## src/hdl/smartnic_app_params.svh

```systemverilog
`ifndef SMARTNIC_APP_PARAMS_SVH
`define SMARTNIC_APP_PARAMS_SVH

// ========================================
// Stream geometry
// ========================================

// Bytes per beat, tdata is 8x this
`define APP_DATA_BYTES 8

// ========================================
// Flow table and buffering
// ========================================

`define FLOW_TABLE_DEPTH 16

// Key comes from the low bits of the first beat
`define FLOW_KEY_BITS 4

`define BEAT_FIFO_DEPTH 8
`define DECISION_FIFO_DEPTH 4

`endif

```

## src/hdl/app_pkt_pkg.sv

```systemverilog
`include "smartnic_app_params.svh"

package app_pkt_pkg;

    // ========================================
    // Packet stream types
    // ========================================

    // Ingress or egress port number
    typedef logic [1:0] port_t;

    // One AXI-Stream beat, tdest travels separately
    typedef struct packed {
        logic [`APP_DATA_BYTES*8-1:0] tdata;
        logic [`APP_DATA_BYTES-1:0]   tkeep;
        logic                         tlast;
        port_t                        tid;
    } axis_beat_t;

    // Outcome of one table lookup
    typedef struct packed {
        port_t egress;
        logic  drop;
    } fwd_decision_t;

endpackage

```

## src/hdl/app_mem_pkg.sv

```systemverilog
`include "smartnic_app_params.svh"

package app_mem_pkg;

    // ========================================
    // Flow table types
    // ========================================

    // Drop flag lands in bit 2, port in bits 1:0
    typedef struct packed {
        logic                drop;
        app_pkt_pkg::port_t  egress;
    } flow_entry_t;

    // One table access as seen by the arbiter
    typedef struct packed {
        logic                      wr;
        logic [`FLOW_KEY_BITS-1:0] idx;
        flow_entry_t               wr_entry;
    } mem_req_t;

    // ========================================
    // Management port types
    // ========================================

    typedef struct packed {
        logic        wr;
        logic [7:0]  addr;
        logic [31:0] wdata;
    } mgmt_req_t;

    typedef struct packed {
        logic [31:0] rdata;
    } mgmt_rsp_t;

endpackage

```

## src/hdl/flow_lookup.sv

```systemverilog
`timescale 1ns/1ps
`include "smartnic_app_params.svh"

module flow_lookup (
    input  logic                      axil_if,
    input  logic                      arst_n,
    input  logic                      in_valid,
    output logic                      in_ready,
    input  app_pkt_pkg::axis_beat_t   in_beat,
    output logic                      out_valid,
    input  logic                      out_ready,
    output app_pkt_pkg::axis_beat_t   out_beat,
    output app_pkt_pkg::port_t        out_tdest,
    output logic                      req_valid,
    output app_mem_pkg::mem_req_t     req,
    input  logic                      grant,
    input  app_mem_pkg::flow_entry_t  rd_entry,
    output logic                      fwd_pulse,
    output logic                      drop_pulse
);

    logic                       run;
    logic                       sof;
    logic                       in_fire;
    logic                       pend_valid;
    logic [`FLOW_KEY_BITS-1:0]  pend_key;
    logic                       look_d;

    logic                       beat_push_ready;
    logic                       beat_pop_valid;
    logic                       beat_pop_ready;
    app_pkt_pkg::axis_beat_t    beat_head;

    logic                       dec_push_ready;
    app_pkt_pkg::fwd_decision_t dec_in;
    logic                       dec_pop_valid;
    logic                       dec_pop_ready;
    app_pkt_pkg::fwd_decision_t dec_head;
    logic                       beat_fire;

    // ========================================
    // Ingress and key capture
    // ========================================

    // A first beat waits while an earlier key is still pending
    assign in_ready = run && beat_push_ready && !(sof && pend_valid);
    assign in_fire  = in_valid && in_ready;

    always_ff @(posedge axil_if or negedge arst_n) begin
        if (!arst_n) begin
            run        <= 1'b0;
            sof        <= 1'b1;
            pend_valid <= 1'b0;
            look_d     <= 1'b0;
        end else begin
            run    <= 1'b1;
            look_d <= grant;
            if (in_fire) begin
                sof <= in_beat.tlast;
            end
            if (in_fire && sof) begin
                pend_valid <= 1'b1;
            end else if (grant) begin
                pend_valid <= 1'b0;
            end
        end
    end

    always_ff @(posedge axil_if) begin
        if (in_fire && sof) begin
            pend_key <= in_beat.tdata[`FLOW_KEY_BITS-1:0];
        end
    end

    // Ask only while the decision queue has room for the result
    assign req_valid = pend_valid && dec_push_ready;

    always_comb begin
        req.wr       = 1'b0;
        req.idx      = pend_key;
        req.wr_entry = '0;
        dec_in.egress = rd_entry.egress;
        dec_in.drop   = rd_entry.drop;
    end

    stream_fifo #(
        .payload_t (app_pkt_pkg::axis_beat_t),
        .DEPTH     (`BEAT_FIFO_DEPTH)
    ) beat_fifo (
        .axil_if    (axil_if),
        .arst_n     (arst_n),
        .push_valid (in_fire),
        .push_ready (beat_push_ready),
        .push_data  (in_beat),
        .pop_valid  (beat_pop_valid),
        .pop_ready  (beat_pop_ready),
        .pop_data   (beat_head)
    );

    stream_fifo #(
        .payload_t (app_pkt_pkg::fwd_decision_t),
        .DEPTH     (`DECISION_FIFO_DEPTH)
    ) dec_fifo (
        .axil_if    (axil_if),
        .arst_n     (arst_n),
        .push_valid (look_d),
        .push_ready (dec_push_ready),
        .push_data  (dec_in),
        .pop_valid  (dec_pop_valid),
        .pop_ready  (dec_pop_ready),
        .pop_data   (dec_head)
    );

    // ========================================
    // Egress, forward or discard
    // ========================================

    assign beat_pop_ready = dec_pop_valid && (dec_head.drop || out_ready);
    assign beat_fire      = beat_pop_valid && beat_pop_ready;
    assign dec_pop_ready  = beat_fire && beat_head.tlast;

    assign out_valid = dec_pop_valid && beat_pop_valid && !dec_head.drop;
    assign out_beat  = beat_head;
    assign out_tdest = dec_head.egress;

    always_ff @(posedge axil_if or negedge arst_n) begin
        if (!arst_n) begin
            fwd_pulse  <= 1'b0;
            drop_pulse <= 1'b0;
        end else begin
            fwd_pulse  <= dec_pop_ready && !dec_head.drop;
            drop_pulse <= dec_pop_ready && dec_head.drop;
        end
    end

    assert property (@(posedge axil_if) disable iff (!arst_n)
        out_valid && !out_ready
        |=> out_valid && $stable(out_beat) && $stable(out_tdest));

endmodule

```

## src/hdl/flow_table_ram.sv

```systemverilog
`timescale 1ns/1ps
`include "smartnic_app_params.svh"

module flow_table_ram (
    input  logic                     axil_if,
    input  logic                     arst_n,
    input  logic                     en,
    input  app_mem_pkg::mem_req_t    req,
    output app_mem_pkg::flow_entry_t rd_entry
);

    app_mem_pkg::flow_entry_t table_mem [`FLOW_TABLE_DEPTH];

    // Entries are defined only once written
    always_ff @(posedge axil_if) begin
        if (en && req.wr) begin
            table_mem[req.idx] <= req.wr_entry;
        end
    end

    // Registered read, valid the cycle after the enable
    always_ff @(posedge axil_if or negedge arst_n) begin
        if (!arst_n) begin
            rd_entry <= '0;
        end else if (en && !req.wr) begin
            rd_entry <= table_mem[req.idx];
        end
    end

endmodule

```

## src/hdl/mem_arbiter.sv

```systemverilog
`timescale 1ns/1ps

module mem_arbiter (
    input  logic                  axil_if,
    input  logic                  arst_n,
    input  logic                  lookup_valid,
    input  app_mem_pkg::mem_req_t lookup_req,
    output logic                  lookup_grant,
    input  logic                  mgmt_valid,
    input  app_mem_pkg::mem_req_t mgmt_req,
    output logic                  mgmt_grant,
    output logic                  ram_en,
    output app_mem_pkg::mem_req_t ram_req
);

    // High when the lookup engine won the last granted cycle
    logic last_lookup;

    // ========================================
    // Grant and mux
    // ========================================

    assign lookup_grant = lookup_valid && (!mgmt_valid || !last_lookup);
    assign mgmt_grant   = mgmt_valid && (!lookup_valid || last_lookup);
    assign ram_en       = lookup_grant || mgmt_grant;
    assign ram_req      = lookup_grant ? lookup_req : mgmt_req;

    always_ff @(posedge axil_if or negedge arst_n) begin
        if (!arst_n) begin
            last_lookup <= 1'b0;
        end else if (ram_en) begin
            last_lookup <= lookup_grant;
        end
    end

    assert property (@(posedge axil_if) disable iff (!arst_n)
        !(lookup_grant && mgmt_grant));

endmodule

```

## src/hdl/mgmt_regs.sv

```systemverilog
`timescale 1ns/1ps
`include "smartnic_app_params.svh"

module mgmt_regs (
    input  logic                     axil_if,
    input  logic                     arst_n,
    input  logic                     mgmt_req_valid,
    output logic                     mgmt_req_ready,
    input  app_mem_pkg::mgmt_req_t   mgmt_req,
    output logic                     mgmt_rsp_valid,
    output app_mem_pkg::mgmt_rsp_t   mgmt_rsp,
    output logic                     req_valid,
    output app_mem_pkg::mem_req_t    req,
    input  logic                     grant,
    input  app_mem_pkg::flow_entry_t rd_entry,
    input  logic                     fwd_pulse,
    input  logic                     drop_pulse
);

    typedef enum logic [1:0] {
        ST_INIT,
        ST_IDLE,
        ST_MEM,
        ST_RD
    } state_t;

    state_t                 state;
    app_mem_pkg::mgmt_req_t hold;
    logic [31:0]            fwd_cnt;
    logic [31:0]            drop_cnt;
    logic                   accept;
    logic                   is_table;
    logic [31:0]            local_data;

    // ========================================
    // Decode
    // ========================================

    assign mgmt_req_ready = (state == ST_IDLE);
    assign accept         = mgmt_req_valid && mgmt_req_ready;

    // 0x00 to 0x3C, word aligned
    assign is_table = (mgmt_req.addr[7:6] == 2'b00) && (mgmt_req.addr[1:0] == 2'b00);

    // Counters and unmapped space answer without the table
    always_comb begin
        case (mgmt_req.addr)
            8'h40:   local_data = fwd_cnt;
            8'h44:   local_data = drop_cnt;
            default: local_data = '0;
        endcase
        if (mgmt_req.wr) begin
            local_data = '0;
        end
    end

    assign req_valid = (state == ST_MEM);

    always_comb begin
        req.wr       = hold.wr;
        req.idx      = hold.addr[`FLOW_KEY_BITS+1:2];
        req.wr_entry = app_mem_pkg::flow_entry_t'(hold.wdata[2:0]);
    end

    // ========================================
    // Request FSM
    // ========================================

    always_ff @(posedge axil_if or negedge arst_n) begin
        if (!arst_n) begin
            state          <= ST_INIT;
            mgmt_rsp_valid <= 1'b0;
        end else begin
            mgmt_rsp_valid <= 1'b0;
            case (state)
                ST_INIT: state <= ST_IDLE;
                ST_IDLE: begin
                    if (accept && is_table) begin
                        state <= ST_MEM;
                    end else if (accept) begin
                        mgmt_rsp_valid <= 1'b1;
                    end
                end
                ST_MEM: begin
                    if (grant && req.wr) begin
                        mgmt_rsp_valid <= 1'b1;
                        state          <= ST_IDLE;
                    end else if (grant) begin
                        state <= ST_RD;
                    end
                end
                // Table word arrives this cycle
                ST_RD: begin
                    mgmt_rsp_valid <= 1'b1;
                    state          <= ST_IDLE;
                end
                default: state <= ST_IDLE;
            endcase
        end
    end

    always_ff @(posedge axil_if) begin
        if (accept) begin
            hold <= mgmt_req;
        end
        if (accept && !is_table) begin
            mgmt_rsp.rdata <= local_data;
        end else if (state == ST_MEM && grant) begin
            mgmt_rsp.rdata <= '0;
        end else if (state == ST_RD) begin
            mgmt_rsp.rdata <= {29'd0, rd_entry};
        end
    end

    // ========================================
    // Packet counters, saturating
    // ========================================

    always_ff @(posedge axil_if or negedge arst_n) begin
        if (!arst_n) begin
            fwd_cnt  <= '0;
            drop_cnt <= '0;
        end else begin
            if (fwd_pulse && fwd_cnt != '1) begin
                fwd_cnt <= fwd_cnt + 1'b1;
            end
            if (drop_pulse && drop_cnt != '1) begin
                drop_cnt <= drop_cnt + 1'b1;
            end
        end
    end

endmodule

```

## src/hdl/smartnic_app.sv

```systemverilog
`timescale 1ns/1ps

module smartnic_app (
    input  logic                    axil_if,
    input  logic                    arst_n,
    // Ingress stream
    input  logic                    in_valid,
    output logic                    in_ready,
    input  app_pkt_pkg::axis_beat_t in_beat,
    // Egress stream
    output logic                    out_valid,
    input  logic                    out_ready,
    output app_pkt_pkg::axis_beat_t out_beat,
    output app_pkt_pkg::port_t      out_tdest,
    // Management port
    input  logic                    mgmt_req_valid,
    output logic                    mgmt_req_ready,
    input  app_mem_pkg::mgmt_req_t  mgmt_req,
    output logic                    mgmt_rsp_valid,
    output app_mem_pkg::mgmt_rsp_t  mgmt_rsp
);

    logic                     lookup_valid;
    app_mem_pkg::mem_req_t    lookup_req;
    logic                     lookup_grant;
    logic                     mgmt_valid;
    app_mem_pkg::mem_req_t    mgmt_mem_req;
    logic                     mgmt_grant;
    logic                     ram_en;
    app_mem_pkg::mem_req_t    ram_req;
    app_mem_pkg::flow_entry_t rd_entry;
    logic                     fwd_pulse;
    logic                     drop_pulse;

    flow_lookup flow_lookup_inst (
        .axil_if    (axil_if),
        .arst_n     (arst_n),
        .in_valid   (in_valid),
        .in_ready   (in_ready),
        .in_beat    (in_beat),
        .out_valid  (out_valid),
        .out_ready  (out_ready),
        .out_beat   (out_beat),
        .out_tdest  (out_tdest),
        .req_valid  (lookup_valid),
        .req        (lookup_req),
        .grant      (lookup_grant),
        .rd_entry   (rd_entry),
        .fwd_pulse  (fwd_pulse),
        .drop_pulse (drop_pulse)
    );

    mgmt_regs mgmt_regs_inst (
        .axil_if        (axil_if),
        .arst_n         (arst_n),
        .mgmt_req_valid (mgmt_req_valid),
        .mgmt_req_ready (mgmt_req_ready),
        .mgmt_req       (mgmt_req),
        .mgmt_rsp_valid (mgmt_rsp_valid),
        .mgmt_rsp       (mgmt_rsp),
        .req_valid      (mgmt_valid),
        .req            (mgmt_mem_req),
        .grant          (mgmt_grant),
        .rd_entry       (rd_entry),
        .fwd_pulse      (fwd_pulse),
        .drop_pulse     (drop_pulse)
    );

    mem_arbiter mem_arbiter_inst (
        .axil_if      (axil_if),
        .arst_n       (arst_n),
        .lookup_valid (lookup_valid),
        .lookup_req   (lookup_req),
        .lookup_grant (lookup_grant),
        .mgmt_valid   (mgmt_valid),
        .mgmt_req     (mgmt_mem_req),
        .mgmt_grant   (mgmt_grant),
        .ram_en       (ram_en),
        .ram_req      (ram_req)
    );

    flow_table_ram flow_table_ram_inst (
        .axil_if  (axil_if),
        .arst_n   (arst_n),
        .en       (ram_en),
        .req      (ram_req),
        .rd_entry (rd_entry)
    );

endmodule

```

## src/hdl/stream_fifo.sv

```systemverilog
`timescale 1ns/1ps

module stream_fifo #(
    parameter type payload_t = logic,
    parameter int  DEPTH     = 4
) (
    input  logic     axil_if,
    input  logic     arst_n,
    input  logic     push_valid,
    output logic     push_ready,
    input  payload_t push_data,
    output logic     pop_valid,
    input  logic     pop_ready,
    output payload_t pop_data
);

    localparam int PTR_W = (DEPTH > 1) ? $clog2(DEPTH) : 1;
    localparam int CNT_W = $clog2(DEPTH + 1);

    payload_t         mem [DEPTH];
    logic [PTR_W-1:0] wr_ptr;
    logic [PTR_W-1:0] rd_ptr;
    logic [CNT_W-1:0] count;
    logic             push_fire;
    logic             pop_fire;

    assign push_ready = (count != CNT_W'(DEPTH));
    assign pop_valid  = (count != '0);
    assign pop_data   = mem[rd_ptr];
    assign push_fire  = push_valid && push_ready;
    assign pop_fire   = pop_valid && pop_ready;

    // Wrap explicitly, DEPTH need not be a power of two
    function automatic logic [PTR_W-1:0] next_ptr(input logic [PTR_W-1:0] ptr);
        return (ptr == PTR_W'(DEPTH - 1)) ? '0 : ptr + 1'b1;
    endfunction

    always_ff @(posedge axil_if) begin
        if (push_fire) begin
            mem[wr_ptr] <= push_data;
        end
    end

    always_ff @(posedge axil_if or negedge arst_n) begin
        if (!arst_n) begin
            wr_ptr <= '0;
            rd_ptr <= '0;
            count  <= '0;
        end else begin
            if (push_fire) begin
                wr_ptr <= next_ptr(wr_ptr);
            end
            if (pop_fire) begin
                rd_ptr <= next_ptr(rd_ptr);
            end
            case ({push_fire, pop_fire})
                2'b10:   count <= count + 1'b1;
                2'b01:   count <= count - 1'b1;
                default: count <= count;
            endcase
        end
    end

    // Full stays full until a pop, so no write slips in
    assert property (@(posedge axil_if) disable iff (!arst_n)
        (count == CNT_W'(DEPTH)) && !pop_fire |=> (count == CNT_W'(DEPTH)));

    // Empty stays empty until a push, so nothing is read from it
    assert property (@(posedge axil_if) disable iff (!arst_n)
        !pop_valid && !push_fire |=> !pop_valid);

endmodule

```

## config.mk

```make
export PLATFORM = sky130hd
export DESIGN_NAME = smartnic_app
export DESIGN_NICKNAME = d
export VERILOG_FILES = /design/src/hdl/app_pkt_pkg.sv /design/src/hdl/app_mem_pkg.sv /design/src/hdl/flow_lookup.sv /design/src/hdl/flow_table_ram.sv /design/src/hdl/mem_arbiter.sv /design/src/hdl/mgmt_regs.sv /design/src/hdl/smartnic_app.sv /design/src/hdl/stream_fifo.sv
export VERILOG_INCLUDE_DIRS = /design/src /design/src/hdl
export SDC_FILE = /design/constraint.sdc
export NUM_CORES = 1
export LEC_CHECK = 0
export BUFFER_PORTS_ARGS = -buffer_cell sky130_fd_sc_hd__buf_4
export CORE_MARGIN = 2
export CORE_UTILIZATION = 50
export DETAILED_ROUTE_END_ITERATION = 8
export PLACE_DENSITY_LB_ADDON = 0.1
export SETUP_SLACK_MARGIN = 0.05
export SLEW_MARGIN = 30
export SYNTH_ARGS = -nofsm -noshare
export SYNTH_HDL_FRONTEND = slang
export SYNTH_SLANG_ARGS = --single-unit
```

## constraint.sdc

```tcl
create_clock -name axil_if -period 18.05 [get_ports axil_if]
set_input_delay 0.9025 -clock axil_if [delete_from_list [all_inputs] [get_ports axil_if]]
set_output_delay 0.9025 -clock axil_if [all_outputs]
set_load 0.05 [all_outputs]
```

; Word level (Yosys, flattened, before mapping)
; Memory sizes are Yosys's and may differ from the RTL's. A register that Yosys moved wholly into a read port is not among the register bits.
; Index checks and enable logic that the tools add are counted.
; Widths: inputs -> output; s select.
[word_totals]
regBits = 137
mem_bits_rw = 660
in_bits = 121
elab_cells = 133
n_memories = 3
[memory_table]
columns = name, depth, width, read_ports, rd_clocked_by_memory_dff, wr, line
row1 = flow_lookup_inst.beat_fifo.mem, 8, 75, 1, 0, 1, stream_fifo.sv:20  ; payload_t mem [DEPTH];
row2 = flow_table_ram_inst.table_mem, 16, 3, 1, 1, 1, flow_table_ram.sv:12  ; app_mem_pkg::flow_entry_t table_mem [`FLOW_TABLE_DEPTH];
row3 = flow_lookup_inst.dec_fifo.mem, 4, 3, 1, 0, 1, stream_fifo.sv:20
[classes]
n_addsub = 10
n_eq_ne = 19
muxes = 28
n_reduce_logical = 51
[op_table]
columns = operator, n
row1 = $mux 32, 4
row2 = $add 32x1->32 const B, 2
row3 = $ne 32x32->1 const B, 2
row4 = $pmux 32 s2, 1
row5 = $logic_and 1x1->1, 28
row6 = $eq 8x7->1 const B, 2
row7 = $eq 2x2->1 const B, 6
row8 = $mux 1, 11
row9 = $mux 2, 5
row10 = $add 3x1->3 const B, 3
row11 = $logic_not 1->1, 8
row12 = $mux 8, 1
row13 = $pmux 4 s2, 1
row14 = $eq 2x1->1 const B, 3
row15 = $eq 3x3->1 const B, 2
row16 = $logic_not 2->1, 3
row17 = $mux 3, 2
row18 = $ne 3x3->1 const B, 2
row19 = $pmux 2 s3, 1
row20 = $pmux 3 s2, 1
row21 = $reduce_bool 2->1, 3
row22 = $reduce_bool 3->1, 2
row23 = $add 2x1->2 const B, 2
row24 = $add 4x1->4 const B, 1
row25 = other kinds (9), 12

; Logic depth before layout (Yosys ltp)
; Gate-level depths: netlist of run 1.
[logic_depth]
depth_word = 9
depth_mapped = 12

; Modules after synthesis
; Synthesis of run 1 repeated with hierarchy kept, for this count alone.
[hier_totals]
cells_unflattened = 1617
area_unflattened_um2 = 31830.5
[by_module_without_submodules]
columns = mod, n_inst, cells_each, area_each_um2
row1 = stream_fifo (flow_lookup_inst.beat_fifo), 1, 932, 23152.2
row2 = mgmt_regs, 1, 447, 5076.1
row3 = flow_table_ram, 1, 132, 2128.3
row4 = stream_fifo (flow_lookup_inst.dec_fifo), 1, 55, 885.8
row5 = flow_lookup, 1, 36, 424.2
row6 = mem_arbiter, 1, 15, 163.9

; Worst setup path before layout of run 1
; No wires, ideal clock.
[synth_timing]
path_kind = reg2reg
start = register flow_lookup_inst.beat_fifo.count[1]
end = memory flow_lookup_inst.beat_fifo.mem[0][0] in the netlist's numbering (enable)
setup_ps = 693
arrival_ps = 9027
t_required_ps = 17357
slack_ps = 8330
stages_incl_launch_ff = 7
path_buffers = 2
path_cell_list = dfrtp_1 clkbuf_1 nor3_1 a21oi_1 nand2_1 clkbuf_1 nor4_1
[synth_via]
elab_chain_len = 7
[synth_rtl]
columns = element, line
row1 = "start, declared", stream_fifo.sv:23  ; logic [CNT_W-1:0] count;
row2 = "start signal, assigned", stream_fifo.sv:57  ; 2'b10: count <= count + 1'b1;
row3 = "start signal, assigned", stream_fifo.sv:58  ; 2'b01: count <= count - 1'b1;
row4 = "start signal, assigned", stream_fifo.sv:59  ; default: count <= count;
row5 = $ne 4x4->1, stream_fifo.sv:27  ; assign push_ready = (count != CNT_W'(DEPTH));
row6 = $logic_and 1x1->1 (2 in a row), flow_lookup.sv:46  ; assign in_ready = run && beat_push_ready && !(sof && pend_valid);
row7 = net in_ready, smartnic_app.sv:8  ; output logic in_ready,
row8 = $logic_and 1x1->1, flow_lookup.sv:47  ; assign in_fire = in_valid && in_ready;
row9 = $logic_and 1x1->1, stream_fifo.sv:30  ; assign push_fire = push_valid && push_ready;
row10 = $mux 1, stream_fifo.sv:39  ; if (push_fire) begin
row11 = $mux 1 (implied by the code), stream_fifo.sv:40  ; mem[wr_ptr] <= push_data;
row12 = "end, declared", stream_fifo.sv:20
; The timed path passes the listed nets, and every way through them passes these cells.

==> results of run 1 <==
## registers in the layout (all words and copies together) (netlist names), 4 cells and up
| name | flops |
|---|---|
| mgmt_regs_inst.mgmt_rsp | 32 |
| flow_lookup_inst.beat_fifo.count | 4 |
| mgmt_regs_inst.req | 8 |
| flow_lookup_inst.dec_fifo.mem | 12 |
| flow_lookup_inst.pend_key | 4 |
| mgmt_regs_inst.fwd_cnt | 32 |
| mgmt_regs_inst.drop_cnt | 32 |
| flow_lookup_inst.beat_fifo.mem | 600 |
| flow_table_ram_inst.table_mem | 48 |
## cell usage in the layout, fill, tap and decap left out, types with 17 or more instances in the layout
cell,instances
dfrtp_1,90
nand4_1,22
clkbuf_16,90
mux2_2,88
clkinv_1,20
xnor2_1,50
mux4_2,153
nand2_1,46
nand3_1,27
mux2i_1,54
nor2_1,56
nor3_1,26
xor2_1,17
buf_4,228
edfxtp_1,704
and3_1,17
## worst max-delay path, cell delays in order, from the launching register on
cell	delay [ns]
dfrtp_4	0.98
buf_4	0.71
mux4_2	0.58
mux2_2	0.33
buf_4	0.21
## power by group through the flow
stage	Combinational, uW	Clock (uW)	Sequential [uW]
detailed placement	1820	0	2360
global route	1900	1860	2340
global placement	1810	0	2350
finish	1790	1750	2310
floorplan	1370	0	2290
CTS	1830	1790	2320
## layer usage
| layer | share of wire [%] | wire (microns) | vias to the layer above |
|---|---|---|---|
| li1 | - | - | 6818 |
| met1 | 42 | 26200 | 7938 |
| met2 | 49 | 30800 | 332 |
| met3 | 6.3 | 3950 | 111 |
| met4 | 2.1 | 1280 | 8 |
| met5 | 0.076 | 47 | - |
## logic make-up after synthesis
| kind of cell | synth area share (%) |
|---|---|
| compound gates | 1.06 |
| xor+xnor | 1.87 |
| fa+ha+maj | 0.663 |
| buf+inv | 1.07 |
| flops | 75.0 |
| mux | 16.1 |
| other cells | 0.0120 |
| simple gates | 4.26 |
## final cells by class
cell class | count | area [sq um]
Fill cell | 4544 | 25100
Sequential cell | 798 | 23500
Multi-Input combinational cell | 687 | 7560
Clock buffer | 105 | 2380
Timing Repair Buffer | 229 | 1720
Tap cell | 837 | 1050
Clock inverter | 51 | 480
Inverter | 13 | 51.3
## worst max path at each step
stage | slack (ns) | end | depth (start not counted)
after detailed placement | 14.09 | flow_lookup_inst.dec_fifo.count[2] | 10
final | 13.70 | out_beat[2] | 4
after CTS | 13.51 | out_beat[2] | 4
after global placement | 13.95 | out_beat[13] | 4
after floorplan | 8.33 | flow_lookup_inst.beat_fifo.mem[0][0] | 6
after global routing | 13.37 | out_beat[2] | 4
## through the flow
| stage | total power, uW | cell area (sq um) | utilization [%] | worst slack, ns |
|---|---|---|---|---|
| after floorplan | 3660 | 31300 | - | 8.33 |
| after global placement | 4160 | 33900 | 54.8 | 13.95 |
| after detailed placement | 4180 | 33900 | 54.8 | 14.09 |
| after CTS | 5940 | 36700 | 59.4 | 13.51 |
| after global routing | 6100 | 36700 | 59.4 | 13.37 |
| final | 5850 | 36700 | 59.4 | 13.70 |
==> summary by stage, run 1 <==
Detailed routing
Wires add up to roughly 62,000 microns. Using the TritonRoute via totals, the vias-per-cell ratio works out to 5.59. After detailed routing, the average wire length per cell comes to roughly 23 microns. The first detailed-routing pass took 5 iterations. The number of DRC violations after detailed routing is 0. The routed layout has ~15,000 vias. The remaining antenna violation count after routing is 0. The initial DRC count is ~990.

Global routing
The global route total overflow is 0. Global routing used approximately a third of the available met2 tracks. The pin count of the biggest net entering global routing is 63. For this run, global-route usage on met3 was measured as between 5 and 6%. The initial antenna violation count was 4. The global router's overall resource usage is between 10% and 20%. The number of global-route vias before repair is approximately 16,000. The most utilized layer in the global route result is met2. The first global-routing pass estimated about 95,000 microns of wire. In the global route stage, met1 resource usage came out at between 20% and 30%.

Logic synthesis
The gate count after technology mapping is between 1,500 and 2,000. Among all flip-flop cells after synthesis, the most frequent one is edfxtp_1. The number of flip-flops and latches in the synthesized netlist is around 800. The total standard cell area after synthesis is around 31,000 sq um.

The share of flip-flops with an asynchronous set or reset after synthesis is between 10% and 20%. After synthesis, the most frequently instantiated cells are edfxtp_1 (704), mux4_2 (153), dfrtp_1 (93). The leading area contributor after synthesis is edfxtp_1.

The total nets after synthesis is ~1,700. Yosys mapped a number of flops with a built-in enable equal to between 700 and 800. The proportion of netlist area held by the largest area contributor is about two thirds. After synthesis, flip-flops and latches occupy around three quarters of the total area.

The dominant cell by count in the synthesized netlist is edfxtp_1. During synthesis, Yosys emitted a total of 0 warnings. By area the synthesized netlist is led by edfxtp_1 (67%), mux4_2 (11%), dfrtp_1 (7.4%), mux2_2 (3.2%), mux2i_1 (1.7%).

The per-instance average area after synthesis is roughly 20 sq um. The count of cell types in the netlist is between 50 and 60.

Placed design
The number of port buffers is between 200 and 250. After detailed placement, the design holds a cell count of roughly 2,600. The HPWL after detailed placement is 34,800 microns. The final weighted congestion of routability-driven global placement is between 0.7 and 0.8.

Clocking
Counting every sink on the clock net gives ~800. TritonCTS built the clock tree. Clock tree synthesis inserted a total of 85 buffers.

In this run, post-CTS repair resized a total of 0 instances. The clock insertion delay at the later pin of the skew report is 0.63 ns. The CTS root buffer is clkbuf_16. In this run the post-CTS setup repair buffer count came out at 0. The number of hold-repair buffers added at the cts stage is 0. The clock slew seen by the registers of the worst setup and hold paths is about 0.06 ns. The maximum clock insertion buffer count is 3. The CTS H-tree depth is 3.

Worst setup path
The type of the setup path with the least slack is flop to output port. The startpoint identified for the worst register-to-register timing path is flow_lookup_inst.beat_fifo.rd_ptr[0]. The logic depth of the worst register-to-register path is 10. The critical path starts at flow_lookup_inst.beat_fifo.rd_ptr[0]. STA classifies the critical path startpoint as a flop.

Of all nets on the critical path, the largest fanout is 41. For the worst setup path, the data required time is approximately 17 ns. The data arrival time of the critical path is 3.44 ns. The destination of the worst register-to-register timing path is flow_lookup_inst.dec_fifo.count[2]. The register-to-register setup slack is about 14 ns.

The critical path endpoint category is an output port.

Worst hold path
The worst hold-check path type is primary input to async pin.

Finish
Of the cells placed in the final design, the portion with a size suffix greater than 1 is around 33%. The layout overhead on the synthesized area is 17.3%. Leaving out filler cells and counting taps, the final layout contains ~2,700.

The repair_antennas step left the layout with diodes totalling 0. The net total in the final layout is 1,951.

Floorplanning
The floorplan step defined a core boundary enclosing 61,800 sq um. The die covers 64,700 sq um. The initial standard-cell utilization of the core is between 50% and 60%. The cell row count is 91. The die height is between 200 and 300 microns. Measured along the x axis, the die boundary spans ~250 microns. The number of top-level pins is between 200 and 250.

Run
The max-cap check violation count is 0.

Timing
Hold timing on the final database bottoms out at a slack of ~0.27 ns. Summed over all failing endpoints, the final setup total negative slack is 0 ns. The maximum clock frequency is between 0.2 and 0.25 GHz. The number of hold-slack violations in the final timing report came to 0. The portion of the clock cycle consumed by the worst path in the final layout is ~24%. The transition at the pin with the smallest max-transition slack is 0.935 ns. Setup repair after global routing left no endpoint under its margin.

Measured against its own limit, the worst slew margin works out to 37.6%. The number of pins with negative max-slew slack in the final report is 0. The worst-case clock skew is ~0.017 ns. The number of setup violations in the final report is 0.

The minimum period implied by the final worst setup slack is approximately 4.3 ns.

Power and ir drop
The worst-case IR drop observed on VDD is around 0.14 mV. In this run the power density over the cells is ~160 nW/um^2. The logic gate share of total power is roughly 31%.

For this design the total switching power over the nets is roughly 1900 uW. Net switching is roughly a third of the power. The sequential cell fraction of total power is 39.5%. For this design the static power due to leakage is roughly 0.013 uW.

The design internal power is between 3000 and 4000 uW. The clock network burns 29.9% of the power.

Outcome
The run finished with clean final reports.
No activity file was read; power rests on OpenSTA's default activity.
==> run 2: changes to the inputs <==
Clock period 18.05 ns to 3.7 ns, I/O delays scaled along.
==> run 2 against run 1 <==
Power grew to 4.9 times the previous value. Sequential power increased to 4.8 times the previous value. Combinational power grew to 5.1 times the previous value. Clock skew fell by 0.0024 ns. Critical path type unchanged. Cell area grew 2.6%. Clock power increased to 4.7 times the previous value. Die area stayed put. Sequential share of layout area is 1.6 points lower. First-iteration DRC count down 4.3%. Core utilization grew 1.5 points. Clock-buffer cell count is 8 lower.
==> summary by stage, run 2 (synthesized netlist as in run 1, its figures left out) <==
Power and ir drop
The maximum vdd ir drop came to 0.605 mV (+330%). The areal power density over the cells is 753 nW/um^2 (+370%). The static power due to leakage was 0.0130 uW (+2.8%).

The overall power of the completed layout is 28,400 uW (+390%).

Global routing
The global route total overflow is 0 (unchanged). The global-route met2 utilization came to 33.0% (+0.44 points). The most utilized layer in the global route result is met2. The met1 track utilization from global routing came to 25.7% (-0.15 points).

The global routing usage on met3 was 4.84% (-0.60 points). The pin count of the biggest net entering global routing is 76 (+21%). The number of global-route vias before repair is 16,300 (+2.7%). The global-route wire length before repair came to 95,300 microns (+0.59%). The global router's overall resource usage is 19.6% (-0.042 points). The initial antenna violation count was 5 (+1).

Floorplanning
The area of the core is 61,800 sq um (unchanged). The initial standard-cell utilization of the core came to 50.7% (unchanged). The number of top-level pins is 234 (unchanged). The area enclosed by the die boundary is 64,700 sq um (unchanged). The die height is 254 microns (unchanged). The cell row count was 91 (unchanged). The die span in x is 254 microns (unchanged).

Placed design
The number of port buffers is 204 (unchanged). The final weighted congestion of routability-driven global placement is 0.775 (-0.97%). The placement-stage cell area is 34,100 sq um (+0.69%).

The cell total after placement is 2,568 (+0.16%). The HPWL after detailed placement is 34,900 microns (about the same).

Worst setup path
The critical path is of the flop to output port type. STA classifies the critical path endpoint as an output port. The largest driver fanout on the critical path is 45 (+9.8%). STA classifies the critical path startpoint as a flop. The logic depth of the worst register-to-register path is 10 (unchanged). The data arrival time of the critical path came to 3.17 ns (-0.27 ns).

The data required time at the worst endpoint is 3.51 ns (-13.64 ns).

Finish
The most frequent standard cell in the layout excluding fill and tap cells is edfxtp_1. The design area was 37,700 sq um (+2.6%). Leaving out fill and tap cells, the most frequent cells in the layout are edfxtp_1 (704), buf_4 (221), mux4_2 (153), dfrtp_1 (90), mux2_2 (88). The largest registers in the layout are flow_lookup_inst.beat_fifo.mem (600), flow_table_ram_inst.table_mem (48). The non-filler instance count after layout is 2,807 (+3.2%). The net total in the final layout is 2,039 (+4.5%). The layout cell share with drive strength beyond 1 was 31.8% (-1.3 points). The filler cell count is 4,466 (-1.7%). The layout overhead on the synthesized area is 20.3%. The number of flip-flops under the largest register name is 600 (unchanged).

The core occupancy in the finished layout was 61.0% (+1.5 points). The largest register by flop count is flow_lookup_inst.beat_fifo.mem. The number of diodes came to 0 (unchanged).

Detailed routing
The routed wire length per instance came to 22.1 microns (-3.5%). The total detailed-routing wirelength came to 61,900 microns (-0.43%). The initial DRC count is 943 (-4.3%). The routed via count divided by cell count is 5.51 (-1.5%).

The remaining antenna violation count after routing is 0 (unchanged). The total number of vias is 15,500 (+1.7%). The number of DRC violations after detailed routing is 0 (unchanged). The number of detailed-route iterations in the first pass is 5 (unchanged).

Timing
Of the available clock period, the critical path in the final layout requires 90.8%. The summed negative setup slack over all endpoints came to 0 ns (unchanged). The worst slew slack as a fraction of its limit is 36.2% (-1.4 points). The number of hold-slack violations in the final timing report was 0 (unchanged).

The number of pins with negative max-slew slack in the final report came to 0 (unchanged). The transition at the pin with the smallest max-transition slack is 0.957 ns (+0.0212 ns). The worst-case clock skew is 0.0146 ns (-0.00237 ns). The number of setup violations in the final report is 0 (unchanged).

The maximum clock frequency is approximately 0.30 GHz. The routed design could run at a clock period as short as 3.36 ns. Setup repair after global routing left no endpoint under its margin.

Outcome
The flow ran to the end, and the final reports show no timing, DRC or antenna violations.

Clocking
The count of clock tree sinks is 798 (unchanged). The post-CTS resize count is 0 (unchanged). The clock insertion delay at the later pin of the skew report is 0.62 ns (about the same). The CTS root buffer is clkbuf_16.

The CTS H-tree depth is 3 (unchanged). The clock slew seen by the registers of the worst setup and hold paths came to 0.06 ns (about the same). The CTS buffer count was 82 (-3.5%). The maximum clock insertion buffer count is 3 (unchanged).

TritonCTS built the clock tree.

Run
The max-cap check violation count is 0 (unchanged).

Worst hold path
Along the worst hold path, the cell count comes to 5. The path class of the tightest hold or removal check is primary input to flop.
[run 2: final cells by class]
| cell class | count | area [sq um] | share of cell area [%] |
|---|---|---|---|
| tap | 837 | 1050 | 2.78 |
| inverter | 13 | 51.3 | 0.136 |
| timing repair buffer | 320 | 2780 | 7.37 |
| clock buffer | 97 | 2150 | 5.71 |
| sequential | 798 | 23500 | 62.4 |
| clock inverter | 55 | 553 | 1.47 |
| multi-input combinational | 687 | 7610 | 20.2 |
[run 2: critical path: stages, from the launching register on]
cell and delay [ns]:
dfrtp_4 0.46, buf_12 0.28, buf_16 0.35, buf_16 0.35, mux4_2 0.54, mux2_2 0.31
buf_4 0.20
[run 2: what timing repair did]
action,in CTS,in global routing
endpoints found under the setup margin,0,0
hold buffers,87,0
endpoints found under the hold margin,683,0
buffers inserted,0,0
[run 2: path summary, 6_finish.rpt]
check | from | end | slack (ns)
setup / recovery | flow_lookup_inst.beat_fifo.rd_ptr[0] | out_beat[17] | 0.34
hold / removal | mgmt_req[39] | mgmt_regs_inst.mgmt_rsp_valid | 0.05
setup reg to reg | flow_lookup_inst.dec_fifo.rd_ptr[0] | flow_lookup_inst.beat_fifo.count[2] | 0.77
hold reg to reg | mem_arbiter_inst.last_lookup | mem_arbiter_inst.last_lookup | 0.48
max in group asynchronous | arst_n | mgmt_regs_inst.fwd_cnt[21] | 2.71
min in group asynchronous | arst_n | flow_table_ram_inst.rd_entry[1] | 0.15
[run 2: per-layer routing]
metal	share of wire, %	wire [microns]
met2	50	31200
met4	2.0	1230
met3	5.0	3100
met5	0.10	62
met1	43	26400
[run 2: power breakdown]
group	internal (uW)	total (uW)	leakage [uW]	switching, uW
clock network	4810	8170	0.00131	3360
logic	3680	9140	0.00408	5460
registers	10600	11100	0.00764	469
total	19100	28400	0.0130	9290
[run 2: metrics by stage]
stage	hold slack, ns	worst slack (ns)
floorplan	-0.111	-0.395
global placement	0.370	0.795
finish	0.0455	0.342
CTS	0.00879	0.203
detailed placement	0.369	0.774
global route	0.0585	0.104
